--- config.mk ---
export PLATFORM = sky130hd
export DESIGN_NAME = cmd_parser
export DESIGN_NICKNAME = d
export VERILOG_FILES = /design/src/logic/bpi_pkg.sv /design/src/logic/cmd_parser.sv
export SDC_FILE = /design/constraint.sdc
export NUM_CORES = 1
export LEC_CHECK = 0
export BUFFER_PORTS_ARGS = -buffer_cell sky130_fd_sc_hd__buf_2
export CORE_AREA = 8 8 86 88
export DETAILED_ROUTE_END_ITERATION = 8
export DIE_AREA = 0 0 94 96
export GPL_ROUTABILITY_DRIVEN = 0
export PLACE_DENSITY = 0.7
export SYNTH_ARGS = -nofsm -noshare
export SYNTH_HDL_FRONTEND = slang
export SYNTH_SLANG_ARGS = --single-unit
--- constraint.sdc ---
create_clock -name CLK -period 2.8 [get_ports CLK]
set_input_delay 0.28 -clock CLK [delete_from_list [all_inputs] [get_ports CLK]]
set_output_delay 0.28 -clock CLK [all_outputs]
set_load 0.005 [all_outputs]
--- src/logic/bpi_pkg.sv ---
package bpi_pkg;

	// Data widths
	typedef logic [15:0] cmd_word_t;
	typedef logic [4:0]  cmd_code_t;    // Low 5 bits of a command word
	typedef logic [10:0] cmd_arg_t;     // Upper 11 bits of a command word
	typedef logic [22:0] prom_addr_t;   // 7-bit base and 16-bit offset
	typedef logic [15:0] prom_data_t;
	typedef logic [7:0]  sr_t;          // PROM status register
	typedef logic [1:0]  bus_op_t;
	typedef logic [10:0] fifo_cnt_t;

	// Host command codes
	localparam cmd_code_t CMD_NOOP        = 5'h00;
	localparam cmd_code_t CMD_READ_1      = 5'h02;
	localparam cmd_code_t CMD_READ_N      = 5'h04;
	localparam cmd_code_t CMD_READ_ARRAY  = 5'h05;
	localparam cmd_code_t CMD_READ_SR     = 5'h06;
	localparam cmd_code_t CMD_CLR_SR      = 5'h09;
	localparam cmd_code_t CMD_BLOCK_ERASE = 5'h0A;
	localparam cmd_code_t CMD_PROGRAM     = 5'h0B;
	localparam cmd_code_t CMD_LOAD_ADDR   = 5'h17;  // Handled in the parser
	localparam cmd_code_t CMD_CLR_STATUS  = 5'h1C;  // Handled in the parser

	// Low-level bus operations
	localparam bus_op_t OP_READ  = 2'b10;
	localparam bus_op_t OP_WRITE = 2'b01;

	// PROM opcodes
	localparam prom_data_t OPC_READ_ARRAY  = 16'h00FF;
	localparam prom_data_t OPC_READ_SR     = 16'h0070;
	localparam prom_data_t OPC_CLR_SR      = 16'h0050;
	localparam prom_data_t OPC_ERASE_SETUP = 16'h0020;
	localparam prom_data_t OPC_CONFIRM     = 16'h00D0;
	localparam prom_data_t OPC_PROGRAM     = 16'h0040;

	// Bank and block address masks
	localparam prom_addr_t BANK_MASK          = 23'h780000;
	localparam prom_addr_t MAIN_BLOCK_MASK    = 23'h7F0000;  // 64 KWord blocks
	localparam prom_addr_t PARAM_BLOCK_MASK   = 23'h7FC000;  // 16 KWord blocks
	localparam prom_addr_t PARAM_REGION_START = 23'h7F0000;

	// PROM status register fields
	localparam sr_t ERASE_ERR_MASK = 8'h2A;
	localparam sr_t PROG_ERR_MASK  = 8'h1A;
	localparam int  SR_READY_BIT   = 7;

	localparam int FIFO_DEPTH_LOG2 = 10;

	// Host status word bit positions
	localparam int ST_RBK_EMPTY = 15;
	localparam int ST_RBK_FULL  = 14;
	localparam int ST_RBK_RDERR = 13;
	localparam int ST_RBK_WRERR = 12;
	localparam int ST_CMD_EMPTY = 11;
	localparam int ST_CMD_FULL  = 10;
	localparam int ST_PROM_ERR  = 9;
	localparam int ST_CMD_WRERR = 8;

	typedef enum logic [1:0] {STEP_WR1, STEP_WR2, STEP_READ, STEP_POLL} seq_step_t;

endpackage
--- src/logic/cmd_parser.sv ---
`timescale 1ns/1ns

module cmd_parser (
	input  logic                CLK,
	input  logic                local_rst,
	input  logic                enbl,
	input  logic                dsbl,
	input  bpi_pkg::cmd_word_t  cmd_head,
	input  logic                cmd_empty,
	input  logic                seq_done,
	output logic                cmd_pop,
	output logic                active,
	output logic                seq_start,
	output bpi_pkg::cmd_code_t  seq_cmd,
	output logic [11:0]         seq_count,
	output bpi_pkg::prom_data_t prog_data,
	output logic                load_addr,
	output logic [6:0]          base_addr,
	output bpi_pkg::prom_data_t start_offset,
	output logic                clr_err
);
	import bpi_pkg::*;

	typedef enum logic [1:0] {PARSE_IDLE, PARSE_DECODE, PARSE_EXTRA, PARSE_RUN} parse_state_t;

	parse_state_t state;
	logic         enable;
	cmd_code_t    head_code;
	cmd_arg_t     head_arg;
	cmd_arg_t     arg_q;      // Argument of the command in progress

	assign head_code = cmd_head[4:0];
	assign head_arg  = cmd_head[15:5];
	assign active    = (state != PARSE_IDLE);
	assign cmd_pop   = (state == PARSE_DECODE) || ((state == PARSE_EXTRA) && !cmd_empty);

	// Enable wins over disable
	always_ff @(posedge CLK or posedge local_rst)
	begin
		if (local_rst)
			enable <= 1'b0;
		else if (enbl)
			enable <= 1'b1;
		else if (dsbl)
			enable <= 1'b0;
	end

	always_ff @(posedge CLK or posedge local_rst)
	begin
		if (local_rst)
		begin
			state     <= PARSE_IDLE;
			seq_cmd   <= CMD_NOOP;
			seq_start <= 1'b0;
			load_addr <= 1'b0;
			clr_err   <= 1'b0;
		end
		else
		begin
			seq_start <= 1'b0;
			load_addr <= 1'b0;
			clr_err   <= 1'b0;
			case (state)
				PARSE_IDLE:
					if (enable && !cmd_empty)
						state <= PARSE_DECODE;
				PARSE_DECODE:
				begin
					seq_cmd <= head_code;
					case (head_code)
						CMD_LOAD_ADDR, CMD_PROGRAM:
							state <= PARSE_EXTRA;  // Second word follows
						CMD_CLR_STATUS:
						begin
							clr_err <= 1'b1;
							state   <= PARSE_IDLE;
						end
						CMD_READ_1, CMD_READ_N, CMD_READ_ARRAY, CMD_READ_SR,
						CMD_CLR_SR, CMD_BLOCK_ERASE:
						begin
							seq_start <= 1'b1;
							state     <= PARSE_RUN;
						end
						default:
							state <= PARSE_IDLE;  // NoOp and unknown codes
					endcase
				end
				PARSE_EXTRA:
					if (!cmd_empty)
					begin
						if (seq_cmd == CMD_LOAD_ADDR)
						begin
							load_addr <= 1'b1;
							state     <= PARSE_IDLE;
						end
						else
						begin
							seq_start <= 1'b1;
							state     <= PARSE_RUN;
						end
					end
				PARSE_RUN:
					if (seq_done)
						state <= PARSE_IDLE;
				default:
					state <= PARSE_IDLE;
			endcase
		end
	end

	// Command arguments and extra words
	always_ff @(posedge CLK)
	begin
		if (state == PARSE_DECODE)
		begin
			arg_q     <= head_arg;
			seq_count <= (head_code == CMD_READ_N) ? {1'b0, head_arg} + 12'd1 : 12'd1;
		end
		if ((state == PARSE_EXTRA) && !cmd_empty)
		begin
			if (seq_cmd == CMD_LOAD_ADDR)
			begin
				base_addr    <= arg_q[6:0];
				start_offset <= cmd_head;
			end
			else
				prog_data <= cmd_head;
		end
	end

endmodule

==> metrics.txt <==
outcome finished clean; slowest stage delay, CP 0.69 ns; Finish-stage setup viols 0; worst-skew pair later-pin latency 0.34 ns; Port Buffer Count 82; Clk pin slew, worst setup/hold paths 0.07 ns; CP top delay family simple AND/OR/NAND/NOR gates; Setup TNS 0 ns; Final #Nets 280; post-synthesis sequential area ratio 0.776; max-slew violations 0; layout cells sized above 1 0.416; total wire length 5440 µm; Final Hold Viols 0; Antenna Violating Nets Remaining 0; multi-input logic area 544 µm²; GRT Overall Usage 0.124; Lkg Pwr 1.36 nW; effective utilization at floorplan 0.426; Least-Margin Pin Slew 0.848 ns; Gate Count Post-Synth 157; Peak VDD IR 598 µV; largest cells by area after synthesis edfxtp_1 (67%), dfrtp_1 (11%), ha_1 (2.9%); DRT iter0 DRCs 47; Root Driver clkbuf_8; areal power density over the cells 889 nW/µm²; Post-synth EDFFs 58; CP endpoint kind register; largest net degree at the start of global routing 28; WP buf/inv 1; most common flop cell mapped by yosys edfxtp_1; first-pass GRT wire length 8450 µm; drt wl/cell 16.3 µm; via count 1,620; syn_nets 185; Worst Path Arrival 1.90 ns; post-synthesis async set-or-reset flop share 0.159; post-synth top area share 0.670; non-filler instance count after layout 334; synth unique cells 33; Setup WS pre-CTS 0.825 ns; H-tree depth 3; Die W 94 µm; gr ovfl total 0; Resized cells post-CTS 0; worst endpoint required time 2.76 ns; CTS tree done; worst-path maximum fanout 17; setup bufs post-CTS 0; classification of the worst setup path reg -> reg; cell area after synthesis 2600 µm²; post-synthesis register bit count 69; Avg Vias per Cell 4.85; max_slew headroom 0.432; vias in the first global route 1,693; RSZ-0062 raised after global routing no; Core ar. 6100 µm²; Worst Clk Skew 0.00968 ns; ant diodes 0; Hold-fix buffers, CTS 1; crit path time final 1.94 ns; total clock sinks 69; cell taking the most area after synthesis edfxtp_1; DRC 0; slowest CP cell nor2b_2; number of max-cap violations 0; placed cells 317; Die Area 9020 µm²; Final period util 0.693; Hold Path Class in -> reg; worst-path cell chain inv_1 > ha_1 > nand2b_1 > nor2b_2; CTS buffer count 9; maximum clock insertion buffer count 2; Synthesis Warnings 0; # fillers 534; Avg Cell Area, Syn 16.6 µm²; IO Count 83; Reg area 2020 µm²; synthesis-to-finish area growth 29.7%; Die Y 96 µm; 1st-pass router iterations 5; synth cell count leaders edfxtp_1 (58), dfrtp_1 (11), nor2_1 (11); Worst setup SP type register; f_max 515 MHz; worst setup margin 0.860 ns; DP HPWL 3910 µm; FP Rows 29; count leader, synth edfxtp_1; initial antenna violation count 0
## area by class of cell
cell class                      instances  share of cell area
Timing Repair Buffer                   85               0.129
Tap cell                               77              0.0286
Sequential cell                        69               0.599
Inverter                               10              0.0111
Clock inverter                          6              0.0330
Multi-Input combinational cell         77               0.162
Clock buffer                           10              0.0379
## placed cells by master (no fill, tap or decap), types with 2 or more instances in the layout
| master | count |
|---|---|
| nor3_1 | 3 |
| and4_1 | 3 |
| inv_1 | 10 |
| mux2_2 | 4 |
| clkbuf_8 | 9 |
| nand2_1 | 5 |
| ha_1 | 6 |
| nand3_1 | 6 |
| nand4_1 | 4 |
| nor2_1 | 10 |
| xnor2_1 | 2 |
| xor2_1 | 6 |
| mux2i_1 | 2 |
| o21ai_0 | 3 |
| buf_4 | 2 |
| nor2b_1 | 2 |
| edfxtp_1 | 58 |
| dfrtp_1 | 11 |
| buf_2 | 82 |
| bufinv_16 | 3 |
| nand2b_1 | 3 |
| a21oi_1 | 2 |
## through the flow
stage | power, mW | hold slack, ns | utilization | cell area, µm²
2_1_floorplan | 1.78 | 0.132 | - | 2600
4_1_cts | 3.04 | 0.110 | 0.553 | 3370
3_5_place_dp | 2.07 | 0.286 | 0.512 | 3120
5_1_grt | 3.16 | 0.111 | 0.553 | 3370
6_report | 3.00 | 0.122 | 0.553 | 3370
3_3_place_gp | 2.05 | 0.283 | 0.512 | 3120
## cell families after synthesis
kind of cell | synth area share
mux | 0.0250
simple gates | 0.0939
xor+xnor | 0.0270
buf+inv | 0.0164
compound gates | 0.0327
flops | 0.776
fa+ha+maj | 0.0289
## state kept, by name, indices dropped and copies added, names as in the netlist
name,count
prog_data,16
start_offset,16
seq_count,12
arg_q,7
base_addr,7
seq_cmd,5
state,2
clr_err,1
enable,1
load_addr,1
seq_start,1
## path summary, 6_finish.rpt
kind / start / endpoint / slack [ns] / cells after the start
min: enbl / enable$_DFFE_PP0P_ / 0.12 / 2
max reg2reg: state[0]$_DFFE_PP0P_ / prog_data[0]$_DFFE_PP_ / 0.86 / 4
max: state[0]$_DFFE_PP0P_ / prog_data[0]$_DFFE_PP_ / 0.86 / 4
max in group asynchronous: local_rst / state[0]$_DFFE_PP0P_ / 2.04 / 3
min in group asynchronous: local_rst / state[1]$_DFFE_PP0P_ / 0.47 / 3
min reg2reg: arg_q[0]$_DFFE_PP_ / base_addr[0]$_DFFE_PP_ / 0.42 / 0
## metal layers
metal / GRT usage / wire (µm) / part of all wire
met1: 0.145 / 2240 / 0.41
met2: 0.194 / 2540 / 0.47
met3: 0.0491 / 562 / 0.10
met4: 0.0634 / 90 / 0.017
met5: 0 / 0 / 0
## power by group
group          internal (mW)  switching (mW)
sequential              1.36          0.0815
clock                  0.592           0.366
combinational          0.253           0.340
total                   2.21           0.787
## worst register-to-register path: stages (launching register included)
cell and delay [ns]:
dfrtp_1 0.40, inv_1 0.13, ha_1 0.21, nand2b_1 0.13
nor2b_2 0.69
Note: power is estimated with default switching activity, not from simulation.
