### src/logic/bpi_pkg.sv
package bpi_pkg;

	// Data widths
	typedef logic [15:0] cmd_word_t;
	typedef logic [4:0]  cmd_code_t;    // Low 5 bits of a command word
	typedef logic [10:0] cmd_arg_t;     // Upper 11 bits of a command word
	typedef logic [22:0] prom_addr_t;   // 7-bit base and 16-bit offset
	typedef logic [15:0] prom_data_t;
	typedef logic [7:0]  sr_t;          // PROM status register
	typedef logic [1:0]  bus_op_t;
	typedef logic [10:0] fifo_cnt_t;

	// Host command codes
	localparam cmd_code_t CMD_NOOP        = 5'h00;
	localparam cmd_code_t CMD_READ_1      = 5'h02;
	localparam cmd_code_t CMD_READ_N      = 5'h04;
	localparam cmd_code_t CMD_READ_ARRAY  = 5'h05;
	localparam cmd_code_t CMD_READ_SR     = 5'h06;
	localparam cmd_code_t CMD_CLR_SR      = 5'h09;
	localparam cmd_code_t CMD_BLOCK_ERASE = 5'h0A;
	localparam cmd_code_t CMD_PROGRAM     = 5'h0B;
	localparam cmd_code_t CMD_LOAD_ADDR   = 5'h17;  // Handled in the parser
	localparam cmd_code_t CMD_CLR_STATUS  = 5'h1C;  // Handled in the parser

	// Low-level bus operations
	localparam bus_op_t OP_READ  = 2'b10;
	localparam bus_op_t OP_WRITE = 2'b01;

	// PROM opcodes
	localparam prom_data_t OPC_READ_ARRAY  = 16'h00FF;
	localparam prom_data_t OPC_READ_SR     = 16'h0070;
	localparam prom_data_t OPC_CLR_SR      = 16'h0050;
	localparam prom_data_t OPC_ERASE_SETUP = 16'h0020;
	localparam prom_data_t OPC_CONFIRM     = 16'h00D0;
	localparam prom_data_t OPC_PROGRAM     = 16'h0040;

	// Bank and block address masks
	localparam prom_addr_t BANK_MASK          = 23'h780000;
	localparam prom_addr_t MAIN_BLOCK_MASK    = 23'h7F0000;  // 64 KWord blocks
	localparam prom_addr_t PARAM_BLOCK_MASK   = 23'h7FC000;  // 16 KWord blocks
	localparam prom_addr_t PARAM_REGION_START = 23'h7F0000;

	// PROM status register fields
	localparam sr_t ERASE_ERR_MASK = 8'h2A;
	localparam sr_t PROG_ERR_MASK  = 8'h1A;
	localparam int  SR_READY_BIT   = 7;

	localparam int FIFO_DEPTH_LOG2 = 10;

	// Host status word bit positions
	localparam int ST_RBK_EMPTY = 15;
	localparam int ST_RBK_FULL  = 14;
	localparam int ST_RBK_RDERR = 13;
	localparam int ST_RBK_WRERR = 12;
	localparam int ST_CMD_EMPTY = 11;
	localparam int ST_CMD_FULL  = 10;
	localparam int ST_PROM_ERR  = 9;
	localparam int ST_CMD_WRERR = 8;

	typedef enum logic [1:0] {STEP_WR1, STEP_WR2, STEP_READ, STEP_POLL} seq_step_t;

endpackage
### src/logic/prom_sequencer.sv
`timescale 1ns/1ns

module prom_sequencer (
	input  logic                CLK,
	input  logic                local_rst,
	input  logic                seq_start,
	input  bpi_pkg::cmd_code_t  seq_cmd,
	input  logic [11:0]         seq_count,
	input  logic                bpi_busy,
	input  logic                bpi_load_data,
	input  bpi_pkg::prom_data_t bpi_data_from,
	output bpi_pkg::seq_step_t  step,
	output logic                execute,
	output logic                addr_incr,
	output logic                rbk_wr,
	output logic                sr_load,
	output logic                prom_err,
	output logic                seq_done
);
	import bpi_pkg::*;

	typedef enum logic [2:0] {
		SEQ_IDLE,
		SEQ_ISSUE,
		SEQ_WAIT_BUSY,
		SEQ_WAIT_DONE,
		SEQ_NEXT
	} seq_state_t;

	seq_state_t  state;
	logic [11:0] words_left;
	logic        ready;      // Ready bit of the last poll
	logic        in_cycle;
	logic        two_step;
	logic        finish;
	sr_t         poll_sr;
	sr_t         err_mask;

	assign in_cycle = (state == SEQ_WAIT_BUSY) || (state == SEQ_WAIT_DONE);
	assign poll_sr  = bpi_data_from[7:0];
	assign two_step = (seq_cmd == CMD_BLOCK_ERASE) || (seq_cmd == CMD_PROGRAM);
	assign err_mask = (seq_cmd == CMD_BLOCK_ERASE) ? ERASE_ERR_MASK : PROG_ERR_MASK;

	//////////////////////////////////////////////////
	// Bus cycle outputs
	//////////////////////////////////////////////////

	assign execute  = (state == SEQ_ISSUE);
	assign rbk_wr   = in_cycle && bpi_load_data && (step == STEP_READ);
	assign sr_load  = in_cycle && bpi_load_data && (step == STEP_POLL);
	assign prom_err = sr_load && poll_sr[SR_READY_BIT] && ((poll_sr & err_mask) != '0);

	// Last step of the command
	always_comb
	begin
		case (step)
			STEP_WR1:  finish = !two_step;
			STEP_WR2:  finish = 1'b0;
			STEP_READ: finish = (words_left == 12'd1);
			default:   finish = ready;   // Poll until ready
		endcase
	end

	assign seq_done  = (state == SEQ_NEXT) && finish;
	assign addr_incr = (state == SEQ_NEXT) &&
		((step == STEP_READ) || ((step == STEP_POLL) && ready && (seq_cmd == CMD_PROGRAM)));

	//////////////////////////////////////////////////
	// Step FSM
	//////////////////////////////////////////////////

	always_ff @(posedge CLK or posedge local_rst)
	begin
		if (local_rst)
		begin
			state      <= SEQ_IDLE;
			step       <= STEP_WR1;
			words_left <= '0;
			ready      <= 1'b0;
		end
		else
		begin
			if (state == SEQ_ISSUE)
				ready <= 1'b0;
			else if (sr_load)
				ready <= poll_sr[SR_READY_BIT];
			case (state)
				SEQ_IDLE:
					if (seq_start)
					begin
						words_left <= seq_count;
						if ((seq_cmd == CMD_READ_1) || (seq_cmd == CMD_READ_N))
							step <= STEP_READ;
						else
							step <= STEP_WR1;
						state <= SEQ_ISSUE;
					end
				SEQ_ISSUE:
					state <= SEQ_WAIT_BUSY;
				SEQ_WAIT_BUSY:
					if (bpi_busy)
						state <= SEQ_WAIT_DONE;  // PROM took the cycle
				SEQ_WAIT_DONE:
					if (!bpi_busy)
						state <= SEQ_NEXT;       // Falling busy ends the cycle
				SEQ_NEXT:
					if (finish)
						state <= SEQ_IDLE;
					else
					begin
						state <= SEQ_ISSUE;
						case (step)
							STEP_WR1:  step <= STEP_WR2;
							STEP_WR2:  step <= STEP_POLL;
							STEP_READ: words_left <= words_left - 12'd1;
							default:   step <= STEP_POLL;
						endcase
					end
				default:
					state <= SEQ_IDLE;
			endcase
		end
	end

endmodule

### config.mk
export PLATFORM = sky130hd
export DESIGN_NAME = prom_sequencer
export DESIGN_NICKNAME = d
export VERILOG_FILES = /design/src/logic/bpi_pkg.sv /design/src/logic/prom_sequencer.sv
export SDC_FILE = /design/constraint.sdc
export NUM_CORES = 1
export LEC_CHECK = 0
export BUFFER_PORTS_ARGS = -buffer_cell sky130_fd_sc_hd__buf_2
export CORE_UTILIZATION = 35
export DETAILED_ROUTE_END_ITERATION = 16
export GPL_ROUTABILITY_DRIVEN = 1
export HOLD_SLACK_MARGIN = 0.12
export RECOVER_POWER = 100
export REMOVE_ABC_BUFFERS = 1
export SLEW_MARGIN = 20
export SYNTH_ARGS = -nofsm -noshare
export SYNTH_HDL_FRONTEND = slang
export SYNTH_SLANG_ARGS = --single-unit
### constraint.sdc
create_clock -name CLK -period 2.55 [get_ports CLK]
set_clock_uncertainty 0.2 [all_clocks]
set_input_delay 0.3825 -clock CLK [delete_from_list [all_inputs] [get_ports CLK]]
set_output_delay 0.3825 -clock CLK [all_outputs]
set_load 0.01 [all_outputs]
==> flow_summary.toml <==
[status]
result_of_the_run = "finished, final reports clean"

[routing]
drc = 0
dr.first_iter.drc_count = 55
routed_wire_length_per_instance_um = 14.5
postRouteAntennaNets = 0
detailedRoute.firstPassIterationCount = 4
vias = 1451
post_drt_via_cell_ratio = 5.50
wl_um = 3830

[job]
timing.max_cap.violations = 0

[cells_and_area]
post-route-cell-area_um2 = 1800
signed_area_change_from_the_synthesized_netlist_to_the_final_layout_pct = 19.9
most_common_cell_after_layout_fill_and_taps_aside = "sky130_fd_sc_hd__buf_2"
nets = 255
finish.utilization_pct = 44.4
antenna_cells = 0
drive_gt1_share_pct = 23.4
layout.cells.most_common_list = "sky130_fd_sc_hd__buf_2, sky130_fd_sc_hd__dfrtp_1, sky130_fd_sc_hd__nand2_1"

[pwr]
power.leakage_nw = 0.762
power_density_nw_per_um2 = 893
power.ir.vdd_worst_mv = 0.330

[sta]
unrepaired_setup_endpoints_after_global_routing = "no"
clock.fmax_mhz = 427
slew_headroom_pct = 51.4
setup_tns_final_ns = 0
post-route-min-period_ns = 2.34
slew_viol_final = 0
finalCritPeriodShare_pct = 91.8
setup_viol = 0
timing_hold_violations_final = 0
worst_slew_pin_slew_ns = 0.728

[clock_network]
cts-htree-levels = 1
cts_inserted_buffers = 3
root_buf_cell = "sky130_fd_sc_hd__clkbuf_8"
cts.clk_slew.worst_paths_ns = 0.08
worst_skew_pair.late_latency_ns = 0.26
tritoncts_num_sinks = 18
ctsLongestPathBuffers = 2
tritoncts = "done"

[min_path]
min_path_type = "input port to register"
min_delay_path_depth = 3
min_from = "bpi_data_from[7]"

[floorplanning]
die_height_um = 67.5
initial_utilization_pct = 37.0
design.die.area_um2 = 4560
num_rows = 23
core_um2 = 4060
floorplan.die.width_um = 67.5
ios = 46

[synth]
synth.top_cell.area_share_pct = 30.0
post_synth_inst_count = 173
post_synth_instance_area_um2 = 1500
netlist_top_cells_area = "sky130_fd_sc_hd__dfrtp_1, sky130_fd_sc_hd__mux2i_1, sky130_fd_sc_hd__nand2_1"
post_synth.cell_area_avg_um2 = 8.68
synth-edff-count = 0
async_flop_share_pct = 100
synthDominantAreaCellType = "sky130_fd_sc_hd__dfrtp_1"
yosysWarningCount = 0
yosys_most_used_dff = "sky130_fd_sc_hd__dfrtp_1"
yosysSeqAreaShare_pct = 30.0
ys_ff_latch = 18
yosysUniqueCellTypes = 50

[place]
placed_area_um2 = 1740
place_hpwl_um = 2870
gp_routability_congestion = 0.849
place.port_buffers = 34

[grt]
grt_overflow_total = 0
pin_count_of_the_biggest_net_entering_global_routing = 20
antenna_found_initial = 0
gr-usage-all-layers_pct = 18.6
grt_pass1_wl_um = 6330
via_count_of_the_first_global_routing_pass = 1304

[setup_path]
worst_ep_arrival_time_ns = 1.76
critPathCaptureType = "output port"
timing.rr.start = "state[2]$_DFFE_PP0P_"
worst-path-max-fanout = 19
cp.required_ns = 1.97
setup.worst_path.start_class = "register"
ff2ff_path_depth = 6
crit_path_start = "state[2]$_DFFE_PP0P_"
setup.worst_path.class = "register to output port"
worst paths after layout:
path                       slack [ns]                         end
max in group asynchronous        1.11   words_left[3]$_DFFE_PP0P_
hold reg to reg                  0.36  words_left[10]$_DFFE_PP0P_
min in group asynchronous        0.58        state[2]$_DFFE_PP0P_
setup reg to reg                 0.26   words_left[8]$_DFFE_PP0P_
setup / recovery                 0.21                    seq_done
hold / removal                   0.17           ready$_DFFE_PP0P_
what timing repair did:
| action | in CTS | in global routing |
|---|---|---|
| hold endpoints to repair | 18 | 0 |
| setup endpoints to repair | 0 | 1 |
| hold buffers | 1 | 0 |
| buffers inserted | 0 | 3 |
| resized for setup | 0 | 0 |
power breakdown:
part | total (mW) | switching, mW | internal [mW]
combinational | 0.737 | 0.393 | 0.344
clock | 0.248 | 0.111 | 0.138
sequential | 0.623 | 0.210 | 0.413
metal layers:
| metal | vias up | track usage, % | routed length [um] |
|---|---|---|---|
| met1 | 662 | 25.3 | 1870 |
| met4 | 0 | 6.65 | 51 |
| met5 | - | 0 | 0 |
| li1 | 740 | - | - |
| met3 | 5 | 2.87 | 185 |
| met2 | 44 | 29.5 | 1720 |
per-stage QoR:
step	instances	worst slack [ns]	hold WS, ns	power (mW)
6_report	264	0.210	0.173	1.61
3_5_place_dp	256	0.303	0.341	1.37
5_1_grt	264	0.0156	0.203	1.73
3_3_place_gp	256	0.305	0.337	1.36
2_1_floorplan	164	0.327	0.121	1.10
4_1_cts	261	0.146	0.175	1.62
flip-flops by register name, indices dropped and copies added (netlist names):
name and count:
words_left 12, state 3, ready 1, step 2
synth_stat cells, types with 4 or more instances:
master,number
sky130_fd_sc_hd__a311o_1,4
sky130_fd_sc_hd__nor2_1,14
sky130_fd_sc_hd__nand3_1,8
sky130_fd_sc_hd__dfrtp_1,18
sky130_fd_sc_hd__nand2_1,16
sky130_fd_sc_hd__buf_2,4
sky130_fd_sc_hd__inv_1,10
sky130_fd_sc_hd__a311oi_1,6
sky130_fd_sc_hd__nor4_1,5
sky130_fd_sc_hd__nor3_1,6
sky130_fd_sc_hd__nand4_1,5
sky130_fd_sc_hd__mux2i_1,11
sky130_fd_sc_hd__a211oi_1,4
layout make-up:
| class | count | area (um2) |
|---|---|---|
| multi-input cells | 136 | 955 |
| flip-flops and latches | 18 | 450 |
| repair buffers | 46 | 240 |
| well taps | 50 | 62.6 |
| clock buffers | 4 | 55.1 |
| inverters | 10 | 37.5 |
| fillers | 413 | 2260 |
worst max-delay path: stages (launching register included):
cell and delay (ns):
sky130_fd_sc_hd__dfrtp_1 0.49, sky130_fd_sc_hd__or3b_2 0.68, sky130_fd_sc_hd__a21oi_1 0.17, sky130_fd_sc_hd__buf_2 0.14
kinds of logic after synthesis:
group / synth area share, %
AOI/OAI and AO/OA: 17.8
xor gates and xnor gates: 0.583
adders and majority gates: 1.67
buffers and inverters: 5.83
DFF: 30.0
muxes: 9.58
and+or+nand+nor: 34.6
(Power assumes the default switching activity.)
