### src/logic/bpi_pkg.sv
package bpi_pkg;

	// Data widths
	typedef logic [15:0] cmd_word_t;
	typedef logic [4:0]  cmd_code_t;    // Low 5 bits of a command word
	typedef logic [10:0] cmd_arg_t;     // Upper 11 bits of a command word
	typedef logic [22:0] prom_addr_t;   // 7-bit base and 16-bit offset
	typedef logic [15:0] prom_data_t;
	typedef logic [7:0]  sr_t;          // PROM status register
	typedef logic [1:0]  bus_op_t;
	typedef logic [10:0] fifo_cnt_t;

	// Host command codes
	localparam cmd_code_t CMD_NOOP        = 5'h00;
	localparam cmd_code_t CMD_READ_1      = 5'h02;
	localparam cmd_code_t CMD_READ_N      = 5'h04;
	localparam cmd_code_t CMD_READ_ARRAY  = 5'h05;
	localparam cmd_code_t CMD_READ_SR     = 5'h06;
	localparam cmd_code_t CMD_CLR_SR      = 5'h09;
	localparam cmd_code_t CMD_BLOCK_ERASE = 5'h0A;
	localparam cmd_code_t CMD_PROGRAM     = 5'h0B;
	localparam cmd_code_t CMD_LOAD_ADDR   = 5'h17;  // Handled in the parser
	localparam cmd_code_t CMD_CLR_STATUS  = 5'h1C;  // Handled in the parser

	// Low-level bus operations
	localparam bus_op_t OP_READ  = 2'b10;
	localparam bus_op_t OP_WRITE = 2'b01;

	// PROM opcodes
	localparam prom_data_t OPC_READ_ARRAY  = 16'h00FF;
	localparam prom_data_t OPC_READ_SR     = 16'h0070;
	localparam prom_data_t OPC_CLR_SR      = 16'h0050;
	localparam prom_data_t OPC_ERASE_SETUP = 16'h0020;
	localparam prom_data_t OPC_CONFIRM     = 16'h00D0;
	localparam prom_data_t OPC_PROGRAM     = 16'h0040;

	// Bank and block address masks
	localparam prom_addr_t BANK_MASK          = 23'h780000;
	localparam prom_addr_t MAIN_BLOCK_MASK    = 23'h7F0000;  // 64 KWord blocks
	localparam prom_addr_t PARAM_BLOCK_MASK   = 23'h7FC000;  // 16 KWord blocks
	localparam prom_addr_t PARAM_REGION_START = 23'h7F0000;

	// PROM status register fields
	localparam sr_t ERASE_ERR_MASK = 8'h2A;
	localparam sr_t PROG_ERR_MASK  = 8'h1A;
	localparam int  SR_READY_BIT   = 7;

	localparam int FIFO_DEPTH_LOG2 = 10;

	// Host status word bit positions
	localparam int ST_RBK_EMPTY = 15;
	localparam int ST_RBK_FULL  = 14;
	localparam int ST_RBK_RDERR = 13;
	localparam int ST_RBK_WRERR = 12;
	localparam int ST_CMD_EMPTY = 11;
	localparam int ST_CMD_FULL  = 10;
	localparam int ST_PROM_ERR  = 9;
	localparam int ST_CMD_WRERR = 8;

	typedef enum logic [1:0] {STEP_WR1, STEP_WR2, STEP_READ, STEP_POLL} seq_step_t;

endpackage
### src/logic/prom_cmd_map.sv
`timescale 1ns/1ns

module prom_cmd_map (
	input  logic                CLK,
	input  logic                local_rst,
	input  logic                load_addr,
	input  logic [6:0]          base_addr,
	input  bpi_pkg::prom_data_t start_offset,
	input  logic                addr_incr,
	input  bpi_pkg::cmd_code_t  seq_cmd,
	input  bpi_pkg::seq_step_t  step,
	input  bpi_pkg::prom_data_t prog_data,
	output bpi_pkg::prom_addr_t bpi_addr,
	output bpi_pkg::prom_data_t bpi_data_to,
	output bpi_pkg::bus_op_t    bpi_op
);
	import bpi_pkg::*;

	logic [6:0] base_q;
	prom_data_t offset_q;
	prom_addr_t cur_addr;
	prom_addr_t bank_addr;
	prom_addr_t block_addr;

	always_ff @(posedge CLK or posedge local_rst)
	begin
		if (local_rst)
		begin
			base_q   <= '0;
			offset_q <= '0;
		end
		else if (load_addr)
		begin
			base_q   <= base_addr;
			offset_q <= start_offset;
		end
		else if (addr_incr)
			offset_q <= offset_q + 16'd1;  // Wraps inside the base
	end

	assign cur_addr  = {base_q, offset_q};
	assign bank_addr = cur_addr & BANK_MASK;
	assign block_addr = (cur_addr >= PARAM_REGION_START) ?
		(cur_addr & PARAM_BLOCK_MASK) : (cur_addr & MAIN_BLOCK_MASK);

	// Opcode and address per command and step
	always_comb
	begin
		bpi_op      = OP_WRITE;
		bpi_addr    = bank_addr;
		bpi_data_to = '0;
		case (seq_cmd)
			CMD_READ_ARRAY: bpi_data_to = OPC_READ_ARRAY;
			CMD_READ_SR:    bpi_data_to = OPC_READ_SR;
			CMD_CLR_SR:     bpi_data_to = OPC_CLR_SR;
			CMD_READ_1, CMD_READ_N:
			begin
				bpi_op   = OP_READ;
				bpi_addr = cur_addr;
			end
			CMD_BLOCK_ERASE:
			begin
				bpi_addr = block_addr;
				case (step)
					STEP_WR1:  bpi_data_to = OPC_ERASE_SETUP;
					STEP_WR2:  bpi_data_to = OPC_CONFIRM;
					STEP_POLL: bpi_op = OP_READ;   // Status poll
					default:   bpi_data_to = '0;
				endcase
			end
			CMD_PROGRAM:
			begin
				bpi_addr = cur_addr;
				case (step)
					STEP_WR1:  bpi_data_to = OPC_PROGRAM;
					STEP_WR2:  bpi_data_to = prog_data;
					STEP_POLL: bpi_op = OP_READ;
					default:   bpi_data_to = '0;
				endcase
			end
			default:        bpi_data_to = '0;
		endcase
	end

endmodule

### config.mk
export PLATFORM = sky130hd
export DESIGN_NAME = prom_cmd_map
export DESIGN_NICKNAME = d
export VERILOG_FILES = /design/src/logic/bpi_pkg.sv /design/src/logic/prom_cmd_map.sv
export SDC_FILE = /design/constraint.sdc
export NUM_CORES = 1
export LEC_CHECK = 0
export BUFFER_PORTS_ARGS = -buffer_cell sky130_fd_sc_hd__buf_2
export CAP_MARGIN = 20
export CORE_MARGIN = 5
export CORE_UTILIZATION = 35
export CTS_BUF_LIST = sky130_fd_sc_hd__clkbuf_4
export CTS_CLUSTER_DIAMETER = 120
export DETAILED_ROUTE_END_ITERATION = 8
export GPL_TIMING_DRIVEN = 0
export PLACE_DENSITY = 0.65
export SETUP_SLACK_MARGIN = 0.1
export SLEW_MARGIN = 20
export SYNTH_ARGS = -nofsm -noshare
export SYNTH_HDL_FRONTEND = slang
export SYNTH_SLANG_ARGS = --single-unit
### constraint.sdc
create_clock -name CLK -period 5.1 [get_ports CLK]
set_input_delay 1.53 -clock CLK [delete_from_list [all_inputs] [get_ports CLK]]
set_output_delay 1.53 -clock CLK [all_outputs]
set_load 0.05 [all_outputs]
==> impl_metrics.py <==
metrics = {
    "flow_run": {
        "drv_cap": 0,
    },
    "drt": {
        "dr_total_vias": 1698,
        "route.antenna.remaining_nets": 0,
        "routed_wire_length_per_instance_um": 13.8,
        "drt-initial-drc-count": 58,
        "via_per_inst": 4.99,
        "drcViolationCount": 0,
        "detail_route.wirelength_um": 4680,
        "detailedRoute.firstPassIterationCount": 4,
    },
    "global_routing": {
        "antenna_found_initial": 0,
        "grt_max_degree": 24,
        "via_count_of_the_first_global_routing_pass": 1608,
        "grt_usage": 0.151,
        "overflow": 0,
        "grt_pass1_wl_um": 7620,
    },
    "setup_path": {
        "critical-path-max-stage-delay_ps": 260,
        "cp-end-kind": "output port",
        "timing_worst_setup_path_type": "in2out",
        "rr_endpoint": "offset_q[14]",
        "r2r-start": "offset_q[0]",
        "reg2reg_depth": 5,
        "worst-endpoint-required_ps": 3570,
        "r2r_setup_slack_ps": 3300,
        "critical_path.most_common_cell": "buf_2",
        "crit_arrival_ps": 3160,
        "critical_path.max_fanout": 10,
        "timing.critical_path.from_type": "primary input",
        "crit_path_top_delay_cell": "clkbuf_1",
        "cp_cell_sequence": "clkbuf_2 > and3b_1 > clkbuf_1 > nand3_1 > nor2_1 > buf_2 > and2_1 > buf_2",
    },
    "layout": {
        "register_area_um2": 576,
        "multi_input_comb_area_um2": 965,
        "utilization": 0.470,
        "final_net_count": 339,
        "layout-drive-gt1-share": 0.388,
        "final_design_area_no_fill_um2": 2190,
        "layout-area-overhead-vs-synth_pct": 32.1,
        "fillerInstances": 472,
        "final_cell_count_no_fill": 340,
        "antenna_cells_inserted": 0,
    },
    "clocking": {
        "cts_setup_buffers": 0,
        "root_buffer": "clkbuf_4",
        "cts.htree.levels": 1,
        "cts_made_buffers": 3,
        "clock_latency_at_the_later_pin_of_the_worst_skew_pair_ps": 320,
        "clk_path_buf_depth": 2,
        "tritoncts": "done",
        "clock-sinks": 23,
        "clock_pin_slew_of_the_registers_on_the_worst_case_setup_and_hold_paths_ps": 130,
    },
    "placed_design": {
        "placed_area_um2": 2160,
        "dp.cells": 336,
        "detailedPlacementHpwl_um": 3730,
        "finalWeightedCongestion": 0.788,
        "io_buffers": 86,
    },
    "die": {
        "coreArea_um2": 4660,
        "die_outline_area_um2": 6210,
        "fp-row-count": 25,
        "width_of_the_chip_um": 78.8,
        "fp.dieH_um": 78.8,
        "floorplan.initialDensity": 0.356,
        "num_io_pins": 91,
    },
    "logic_synthesis": {
        "post-synth-top-area-cell": "dfrtp_1",
        "synth-seq-area-share": 0.347,
        "netlist_instances": 196,
        "yosys-top-cells-area": "dfrtp_1, and2_1, o21ai_0, xnor2_1, mux2_2",
        "yosysUniqueCellTypes": 36,
        "synth_area_um2": 1660,
        "synth_top_area_share": 0.347,
        "synth_nets": 248,
        "synth_seq_cells": 23,
        "post_synth.cell_area_avg_um2": 8.46,
        "yosysWarningCount": 0,
    },
    "sta": {
        "max_freq_mhz": 213,
        "setup_repair_after_global_routing_missed_its_margin": "false",
        "layout_min_cycle_time_ps": 4690,
        "setup-tns-final_ps": 0,
        "setup_viol": 0,
        "worst_slew_pin_tran_ps": 879,
        "maximum_clock_skew_at_final_layout_ps": 4.24,
        "final-max-slew-violation-count": 0,
        "fin_worst_hold_slack_ps": 547,
        "slew_headroom": 0.414,
        "hold_violations": 0,
        "post-route-period-util": 0.919,
    },
    "power_and_ir_drop": {
        "power.density_nw_per_um2": 208,
        "internal_power_mw": 0.290,
        "comb_power_share": 0.304,
        "power.clock.fraction": 0.207,
        "ir_worst_vdd_uv": 101,
        "seqPwrFrac": 0.489,
        "power_switching_share": 0.362,
        "power.net_switching_mw": 0.164,
        "leakage_nw": 1.12,
    },
    "min_path": {
        "worst_hold_path_endpoint": "base_q[3]",
        "min_delay_path_depth": 1,
        "min_path_type": "reg2reg",
        "worstHoldStart": "base_q[3]",
    },
    "run_status": {
        "status": "completed",
    },
}
final cells by class:
type / count / area share
multi-input cells: 151 / 0.441
clock buffers: 4 / 0.0137
well taps: 54 / 0.0309
inverters: 8 / 0.0137
flip-flops and latches: 23 / 0.263
repair buffers: 86 / 0.197
plain buffers: 14 / 0.0417
cells in the final DEF, fill, tap and decap left out, types with 4 or more instances in the layout:
cell,instances
nand4_1,7
mux2_2,8
buf_4,4
xnor2_1,11
o21ai_0,20
inv_1,8
nor2_1,11
nor4_1,5
clkbuf_4,4
xor2_1,4
buf_2,88
a21o_1,5
nor3_1,6
clkbuf_1,5
nand2_1,21
dfrtp_1,23
nand3_1,7
and2_1,20
worst max-delay path by stage:
| stage | startpoint | end | slack (ps) | cells past startpoint |
|---|---|---|---|---|
| after floorplan | seq_cmd[1] | bpi_addr[14] | 80 | 6 |
| after global placement | seq_cmd[1] | bpi_addr[6] | 270 | 7 |
| after CTS | seq_cmd[1] | bpi_addr[6] | 220 | 7 |
| after global routing | seq_cmd[1] | bpi_data_to[11] | 190 | 8 |
| final | seq_cmd[1] | bpi_data_to[10] | 410 | 8 |
| after detailed placement | seq_cmd[1] | bpi_addr[6] | 230 | 7 |
critical path: cells and delay by family:
family                 cells  cell delay (ps)
and+or+nand+nor            4              720
buffers and inverters      4              900
cells in the mapped netlist:
cell	n
a21boi_0	2
a21o_1	5
a21oi_1	4
a2bb2oi_1	1
and2_1	20
and2_2	1
and3b_1	1
and4_1	1
buf_2	2
buf_4	4
clkbuf_1	5
clkbuf_2	1
clkbuf_8	2
dfrtp_1	23
ha_1	2
inv_1	8
mux2_2	8
mux2i_1	1
nand2_1	21
nand2b_1	1
nand3_1	7
nand3b_1	1
nand4_1	7
nand4_4	1
nor2_1	11
nor2b_1	3
nor3_1	6
nor3b_1	2
nor4_1	5
o21ai_0	20
o21bai_1	2
o311a_1	1
or3_4	1
or4_1	1
xnor2_1	11
xor2_1	4
layer usage:
layer,share of wire,global-route usage
met5,0,0
met4,0.0088,0.0361
met3,0.083,0.0249
met2,0.48,0.260
met1,0.43,0.197
per-stage QoR:
step | total power [mW] | worst slack [ps]
floorplan | 0.319 | 82.7
global placement | 0.362 | 265
detailed placement | 0.365 | 230
CTS | 0.457 | 221
global route | 0.480 | 192
finish | 0.454 | 413
timing repair:
item | CTS | global route
resized for setup | 0 | 1
hold buffers | 0 | 0
endpoints found under the setup margin | 0 | 10
power groups by stage:
| stage | clock (mW) | sequential (mW) | combinational [mW] |
|---|---|---|---|
| 2_1_floorplan | 0 | 0.220 | 0.0992 |
| 3_3_place_gp | 0 | 0.225 | 0.137 |
| 3_5_place_dp | 0 | 0.226 | 0.139 |
| 4_1_cts | 0.0949 | 0.222 | 0.139 |
| 5_1_grt | 0.101 | 0.226 | 0.153 |
| 6_report | 0.0942 | 0.222 | 0.138 |
kinds of logic (layout without fill, tap and decap cells):
logic type | count (synthesis) | after routing | synth area share
xor gates and xnor gates | 15 | 15 | 0.0792
DFF | 23 | 23 | 0.347
buffers and inverters | 22 | 112 | 0.0732
and+or+nand+nor | 90 | 90 | 0.300
muxes | 9 | 9 | 0.0604
adders and majority gates | 2 | 2 | 0.0151
AOI/OAI and AO/OA | 35 | 35 | 0.125
flip-flops by register name, indices dropped and copies added (netlist names):
name / count
offset_q: 16
base_q: 7
Power figures use the tool's default switching activity.
