$ cat src/logic/bpi_pkg.sv
package bpi_pkg;

	// Data widths
	typedef logic [15:0] cmd_word_t;
	typedef logic [4:0]  cmd_code_t;    // Low 5 bits of a command word
	typedef logic [10:0] cmd_arg_t;     // Upper 11 bits of a command word
	typedef logic [22:0] prom_addr_t;   // 7-bit base and 16-bit offset
	typedef logic [15:0] prom_data_t;
	typedef logic [7:0]  sr_t;          // PROM status register
	typedef logic [1:0]  bus_op_t;
	typedef logic [10:0] fifo_cnt_t;

	// Host command codes
	localparam cmd_code_t CMD_NOOP        = 5'h00;
	localparam cmd_code_t CMD_READ_1      = 5'h02;
	localparam cmd_code_t CMD_READ_N      = 5'h04;
	localparam cmd_code_t CMD_READ_ARRAY  = 5'h05;
	localparam cmd_code_t CMD_READ_SR     = 5'h06;
	localparam cmd_code_t CMD_CLR_SR      = 5'h09;
	localparam cmd_code_t CMD_BLOCK_ERASE = 5'h0A;
	localparam cmd_code_t CMD_PROGRAM     = 5'h0B;
	localparam cmd_code_t CMD_LOAD_ADDR   = 5'h17;  // Handled in the parser
	localparam cmd_code_t CMD_CLR_STATUS  = 5'h1C;  // Handled in the parser

	// Low-level bus operations
	localparam bus_op_t OP_READ  = 2'b10;
	localparam bus_op_t OP_WRITE = 2'b01;

	// PROM opcodes
	localparam prom_data_t OPC_READ_ARRAY  = 16'h00FF;
	localparam prom_data_t OPC_READ_SR     = 16'h0070;
	localparam prom_data_t OPC_CLR_SR      = 16'h0050;
	localparam prom_data_t OPC_ERASE_SETUP = 16'h0020;
	localparam prom_data_t OPC_CONFIRM     = 16'h00D0;
	localparam prom_data_t OPC_PROGRAM     = 16'h0040;

	// Bank and block address masks
	localparam prom_addr_t BANK_MASK          = 23'h780000;
	localparam prom_addr_t MAIN_BLOCK_MASK    = 23'h7F0000;  // 64 KWord blocks
	localparam prom_addr_t PARAM_BLOCK_MASK   = 23'h7FC000;  // 16 KWord blocks
	localparam prom_addr_t PARAM_REGION_START = 23'h7F0000;

	// PROM status register fields
	localparam sr_t ERASE_ERR_MASK = 8'h2A;
	localparam sr_t PROG_ERR_MASK  = 8'h1A;
	localparam int  SR_READY_BIT   = 7;

	localparam int FIFO_DEPTH_LOG2 = 10;

	// Host status word bit positions
	localparam int ST_RBK_EMPTY = 15;
	localparam int ST_RBK_FULL  = 14;
	localparam int ST_RBK_RDERR = 13;
	localparam int ST_RBK_WRERR = 12;
	localparam int ST_CMD_EMPTY = 11;
	localparam int ST_CMD_FULL  = 10;
	localparam int ST_PROM_ERR  = 9;
	localparam int ST_CMD_WRERR = 8;

	typedef enum logic [1:0] {STEP_WR1, STEP_WR2, STEP_READ, STEP_POLL} seq_step_t;

endpackage
$ cat src/logic/status_regs.sv
`timescale 1ns/1ns

module status_regs (
	input  logic                CLK,
	input  logic                local_rst,
	input  logic                sr_load,
	input  bpi_pkg::prom_data_t bpi_data_from,
	input  logic                prom_err,
	input  logic                clr_err,
	input  logic                cmd_empty,
	input  logic                cmd_full,
	input  logic                cmd_wr_err,
	input  logic                rbk_empty,
	input  logic                rbk_full,
	input  logic                rbk_wr_err,
	input  logic                rbk_rd_err,
	output logic [15:0]         bpi_status
);
	import bpi_pkg::*;

	sr_t         sr;
	logic [15:8] flags;

	// A new error beats a clear in the same cycle
	function automatic logic sticky(input logic held, input logic err, input logic clr);
		return err | (held & ~clr);
	endfunction

	always_ff @(posedge CLK or posedge local_rst)
	begin
		if (local_rst)
		begin
			sr    <= '0;
			flags <= '0;
		end
		else
		begin
			if (sr_load)
				sr <= bpi_data_from[7:0];   // Low byte of the poll
			flags[ST_RBK_EMPTY] <= rbk_empty;
			flags[ST_RBK_FULL]  <= rbk_full;
			flags[ST_RBK_RDERR] <= sticky(flags[ST_RBK_RDERR], rbk_rd_err, clr_err);
			flags[ST_RBK_WRERR] <= sticky(flags[ST_RBK_WRERR], rbk_wr_err, clr_err);
			flags[ST_CMD_EMPTY] <= cmd_empty;
			flags[ST_CMD_FULL]  <= cmd_full;
			flags[ST_PROM_ERR]  <= sticky(flags[ST_PROM_ERR], prom_err, clr_err);
			flags[ST_CMD_WRERR] <= sticky(flags[ST_CMD_WRERR], cmd_wr_err, clr_err);
		end
	end

	assign bpi_status = {flags, sr};

endmodule

$ cat config.mk
export PLATFORM = sky130hd
export DESIGN_NAME = status_regs
export DESIGN_NICKNAME = d
export VERILOG_FILES = /design/src/logic/bpi_pkg.sv /design/src/logic/status_regs.sv
export SDC_FILE = /design/constraint.sdc
export NUM_CORES = 1
export LEC_CHECK = 0
export BUFFER_PORTS_ARGS = -buffer_cell sky130_fd_sc_hd__clkbuf_2
export CORE_UTILIZATION = 40
export CTS_CLUSTER_DIAMETER = 80
export CTS_CLUSTER_SIZE = 10
export DETAILED_ROUTE_END_ITERATION = 16
export MAX_ROUTING_LAYER = met4
export PLACE_DENSITY = 0.93
export SYNTH_ARGS = -nofsm -noshare
export SYNTH_HDL_FRONTEND = slang
export SYNTH_SLANG_ARGS = --single-unit
$ cat constraint.sdc
create_clock -name CLK -period 1.1 [get_ports CLK]
set_input_delay 0.11 -clock CLK [delete_from_list [all_inputs] [get_ports CLK]]
set_output_delay 0.11 -clock CLK [all_outputs]
set_load 0.1 [all_outputs]
==> results of run 1 <==
==> per-stage QoR <==
step | instance area (µm²) | utilization
2_1_floorplan | 584 | -
3_3_place_gp | 1010 | 0.764
3_5_place_dp | 1010 | 0.764
4_1_cts | 1090 | 0.830
5_1_grt | 1090 | 0.830
6_report | 1090 | 0.830
==> routing by layer <==
metal	global-route usage	vias up	share of wire
met5	-	-	0
met4	0.129	0	0.015
met3	0.0284	2	0.093
met1	0.178	191	0.36
met2	0.320	31	0.53
li1	-	189	-
==> path summary, 6_finish.rpt <==
kind	slack, ns	to	depth (start not counted)	from
max	0.1	bpi_status[5]	1	sr[5]
min	0.02	flags[9]	2	prom_err
max reg2reg	0.28	sr[5]	1	sr[5]
min reg2reg	0.53	flags[9]	1	flags[9]
max in group asynchronous	0.27	flags[9]	3	local_rst
min in group asynchronous	0.42	flags[14]	3	local_rst
==> cells in the mapped netlist <==
library cell and n:
dfrtp_1 16, mux2_4 8, a21o_1 4, inv_1 2, buf_6 1
==> state kept, by name, summed over array words and instances, names as in the netlist <==
name	count
sr	8
flags	8
==> kinds of logic (layout without fill, tap and decap cells) <==
| group | count (synthesis) | after routing | synth area share |
|---|---|---|---|
| DFF | 16 | 16 | 0.703 |
| muxes | 8 | 8 | 0.211 |
| AOI/OAI and AO/OA | 4 | 4 | 0.0527 |
| buffers and inverters | 3 | 46 | 0.0330 |
==> layout make-up <==
cell class / count / area, µm²
tap: 15 / 18.8
inverter: 2 / 7.51
sequential: 16 / 415
fill: 65 / 224
clock buffer: 4 / 36.3
timing repair buffer: 40 / 465
multi-input combinational: 12 / 150
==> what timing repair did <==
action                                  in CTS  in global routing
hold buffers                                 5                  0
endpoints found under the setup margin       0                  0
hold endpoints to repair                    20                  0
==> placed cells by master, fill, tap and decap left out <==
| cell | Yosys | final |
|---|---|---|
| clkbuf_2 | 0 | 19 |
| clkbuf_8 | 0 | 1 |
| a21o_1 | 4 | 4 |
| dfrtp_1 | 16 | 4 |
| mux2_4 | 8 | 8 |
| inv_1 | 2 | 2 |
| dfrtp_2 | 0 | 12 |
| buf_12 | 0 | 16 |
| clkbuf_4 | 0 | 3 |
| dlygate4sd3_1 | 0 | 5 |
==> power by group <==
part,internal [mW],switching (mW)
Clock,0.201,0.169
Sequential,0.643,0.0533
Combinational,0.266,0.417
==> results_dict.tcl, run 1 <==
set metrics [dict create \
    dpl.cell_count 80 \
    yosys-top-cells-area "dfrtp_1, mux2_4, a21o_1, buf_6, inv_1" \
    arrival_ns 0.89 \
    cp-start-kind "flop" \
    drt_iter0_markers 2 \
    final_cells 89 \
    postSynthRegisterBits 16 \
    tightest_slew_ns 0.555 \
    drtAntennaViolNets 0 \
    gp_congestion 0.630 \
    cts.sinks 16 \
    pre_cts_ws_ns 0.263 \
    h-tree-depth 1 \
    final.hold.worst_slack_ns 0.0172 \
    wire_per_inst_um 14.1 \
    maxClockFrequency_ghz 1.00 \
    cp_max_fo 2 \
    yosys.area.top_type_share 0.703 \
    fin_crit_sh 0.909 \
    endpoint_kind "primary output" \
    die_w_um 39.7 \
    power_mw 1.75 \
    clock_path_buffers 2 \
    fin_crit_ns 1.00 \
    status "finished clean" \
    ios 44 \
    max_stage_delay_ns 0.44 \
    clock_skew_ns 0 \
    slew_headroom 0.629 \
    grt_overflow_total 0 \
    ys_types 5 \
    drc_errors 0 \
    drv_cap 0 \
    path_buf_inv 1 \
    rows 13 \
    cts_tree "built" \
    rsz0062_at_grt "no" \
    peakVddDrop_mv 1.11 \
    p_per_area_nw_per_um2 1600 \
    hold_viol 0 \
    netlist_area_um2 569 \
    synth_top_area_cell "dfrtp_1" \
    setup_violations 0 \
    dieArea_um2 1580 \
    portBuffers 35 \
    path_clk_slew_ns 0.09 \
    core_um2 1320 \
    start_util 0.432 \
    syn_avg_cell_area_um2 18.4 \
    ctsRootBufferMaster "clkbuf_4" \
    post_cts_buffers 0 \
    grt_max_degree 17 \
    yosys_warnings 0 \
    drt-total-wl_mm 1.26 \
    crit_slowest_cell "dfrtp_2" \
    nNetsFinal 103 \
    vias 413 \
    crit_chain "buf_12" \
    cts_buffers 3 \
    worstHoldPathType "primary input to flop" \
    diodes 0 \
    cp.required_ns 0.99 \
    grt_pass1_wl_mm 1.67 \
    place_hpwl_um 969 \
    clk_latency_ns 0.27 \
    layout-drive-gt1-share 0.797 \
    syn-num-nets 59 \
    p_leak_nw 0.543 \
    setup_tns_ns 0 \
    antenna_found_initial 0 \
    ys_seq_area_frac 0.703 \
    area.growth.synth_to_final_pct 92.1 \
    dr.pass1.iters 3 \
    fin_ws_ns 0.0996 \
    maxSlewViolCount 0 \
    grt_pass1_vias 406 \
    grtUsageTotal 0.181 \
    cp_top_family "flip-flops" \
    path_class "flop to primary output" \
    post_cts_resized 0 \
    syn_inst 31 \
    die_h_um 39.7 \
    via_per_inst 4.64 \
]
Note: power is estimated with default switching activity, not from simulation.
==> run 2, diff against run 1 <==
--- a/config.mk
+++ b/config.mk
@@ -6,12 +6,13 @@
 export NUM_CORES = 1
 export LEC_CHECK = 0
 export BUFFER_PORTS_ARGS = -buffer_cell sky130_fd_sc_hd__clkbuf_2
-export CORE_UTILIZATION = 40
+export CORE_UTILIZATION = 37
 export CTS_CLUSTER_DIAMETER = 80
 export CTS_CLUSTER_SIZE = 10
 export DETAILED_ROUTE_END_ITERATION = 16
 export MAX_ROUTING_LAYER = met4
-export PLACE_DENSITY = 0.93
+export PLACE_DENSITY = 0.88
+export SETUP_SLACK_MARGIN = 0.3
 export SYNTH_ARGS = -nofsm -noshare
 export SYNTH_HDL_FRONTEND = slang
 export SYNTH_SLANG_ARGS = --single-unit
==> constraint.sdc (replaced) <==
create_clock -name CLK -period 0.95 [get_ports CLK]
set_input_delay 0.095 -clock CLK [delete_from_list [all_inputs] [get_ports CLK]]
set_output_delay 0.095 -clock CLK [all_outputs]
set_load 0.1 [all_outputs]
==> run 2 against run 1 <==
Against the previous run: the flow now finishes with violations (setup timing); count of clock-buffer cells in the layout is 1 lower; routed wire length rose by 0.24%; combinational power grew 18%; sequential power grew 19%; register-to-register slack worse by 0.32 ns; clock power fell by 11%; first-iteration DRC count did not move; largest power group unchanged.
==> results_dict.tcl, run 2 (same netlist as run 1, synthesis figures left out) <==
set metrics [dict create \
    status "finished, violations left" \
    violations "setup timing" \
    grtUsageTotal 0.187 \
    ios 44 \
    hold_viol 0 \
    dieArea_um2 1700 \
    clock_path_buffers 2 \
    crit_chain "buf_12" \
    slew_headroom 0.814 \
    place_hpwl_um 928 \
    drt-total-wl_mm 1.26 \
    drt_iter0_markers 2 \
    final_cells 90 \
    drc_errors 0 \
    cts.sinks 16 \
    crit_slowest_cell "dfrtp_4" \
    vias 418 \
    peakVddDrop_mv 1.08 \
    cts_buffers 3 \
    ctsRootBufferMaster "clkbuf_4" \
    rsz0062_at_grt "yes" \
    clock_skew_ns 0 \
    cp_max_fo 2 \
    gp_congestion 0.613 \
    grt_pass1_vias 430 \
    layout-drive-gt1-share 0.853 \
    dpl.cell_count 81 \
    endpoint_kind "primary output" \
    maxClockFrequency_ghz 0.957 \
    arrival_ns 0.95 \
    grt_pass1_wl_mm 1.86 \
    max_stage_delay_ns 0.50 \
    die_w_um 41.2 \
    h-tree-depth 1 \
    start_util 0.417 \
    fin_ws_ns -0.0949 \
    tightest_slew_ns 0.279 \
    rows 13 \
    cts_tree "built" \
    placed_cell_area_um2 1060 \
    wire_per_inst_um 14.0 \
    p_per_area_nw_per_um2 1720 \
    nNetsFinal 105 \
    reg_top3 "flags (8), sr (8)" \
    cp_top_family "flip-flops" \
    clk_latency_ns 0.27 \
    cp-start-kind "flop" \
    fin_crit_ns 1.04 \
    ctsHoldBuffers 5 \
    dr.pass1.iters 3 \
    grt_overflow_total 0 \
    grt_max_degree 17 \
    mostFrequentLayoutCells "clkbuf_2, dfrtp_4, buf_12, mux2_4, dlygate4sd3_1" \
    setup_violations 17 \
    mostFrequentLayoutCell "clkbuf_2" \
    setup_tns_ns -1.38 \
    worstHoldPathType "primary input to flop" \
    fin_crit_sh 1.10 \
    drv_cap 0 \
    core_um2 1370 \
    portBuffers 35 \
    via_per_inst 4.64 \
    maxSlewViolCount 0 \
    die_h_um 41.2 \
    diodes 0 \
    path_class "flop to primary output" \
    drtAntennaViolNets 0 \
    p_leak_nw 0.545 \
    cp.required_ns 0.85 \
    area.growth.synth_to_final_pct 101 \
    path_clk_slew_ns 0.08 \
    antenna_found_initial 0 \
    final_area_um2 1140 \
    path_buf_inv 1 \
]
run 2: cell types whose count changed in the layout (fill, tap and decap cells not counted), sizes merged:
cell,before,now
buf,16,18
clkbuf,23,22
run 2: repair_timing:
item                       CTS  global route
hold endpoints to repair    21             1
setup endpoints to repair   28            28
resized for setup            1             0
pin swaps                    0             0
setup buffers                1             0
run 2: worst paths after layout:
check,startpoint,to,slack (ns),depth (start not counted)
hold reg to reg,flags[9],flags[9],0.56,1
setup / recovery,sr[2],bpi_status[2],-0.09,1
hold / removal,prom_err,flags[9],0.005,2
min in group asynchronous,local_rst,flags[8],0.36,4
setup reg to reg,sr[2],sr[2],-0.04,2
max in group asynchronous,local_rst,sr[3],0.39,4
run 2: metal layers:
| metal | up-vias | GRT usage | wire (µm) |
|---|---|---|---|
| met5 | - | - | 0 |
| met4 | 0 | 0.0726 | 4 |
| met3 | 2 | 0.0598 | 129 |
| met2 | 28 | 0.320 | 651 |
| met1 | 196 | 0.199 | 477 |
| li1 | 192 | - | - |
run 2: worst register-to-register path, cell delays in order, from the launching register on:
cell and delay [ns]:
dfrtp_4 0.50, buf_6 0.12, mux2_4 0.25
run 2: stage by stage:
step / worst slack [ns] / util / total power, mW / hold WS, ns
after floorplan: -0.0768 / - / 1.31 / 0.00906
after global placement: 0.0890 / 0.776 / 1.61 / 0.0883
after detailed placement: 0.0810 / 0.776 / 1.63 / 0.106
after CTS: -0.102 / 0.837 / 1.98 / -0.00307
after global routing: -0.125 / 0.837 / 2.04 / -0.00792
final: -0.0949 / 0.837 / 1.96 / 0.00472
run 2: layout make-up:
| type | count | area, µm² |
|---|---|---|
| sequential | 16 | 460 |
| timing repair buffer | 42 | 484 |
| tap | 15 | 18.8 |
| fill | 65 | 223 |
| multi-input combinational | 12 | 150 |
| clock buffer | 3 | 22.5 |
| inverter | 2 | 7.51 |
run 2: where the power goes:
group	total, mW	internal [mW]	switching (mW)
combinational	0.803	0.319	0.484
clock	0.331	0.146	0.185
sequential	0.830	0.770	0.0596
total	1.96	1.24	0.728
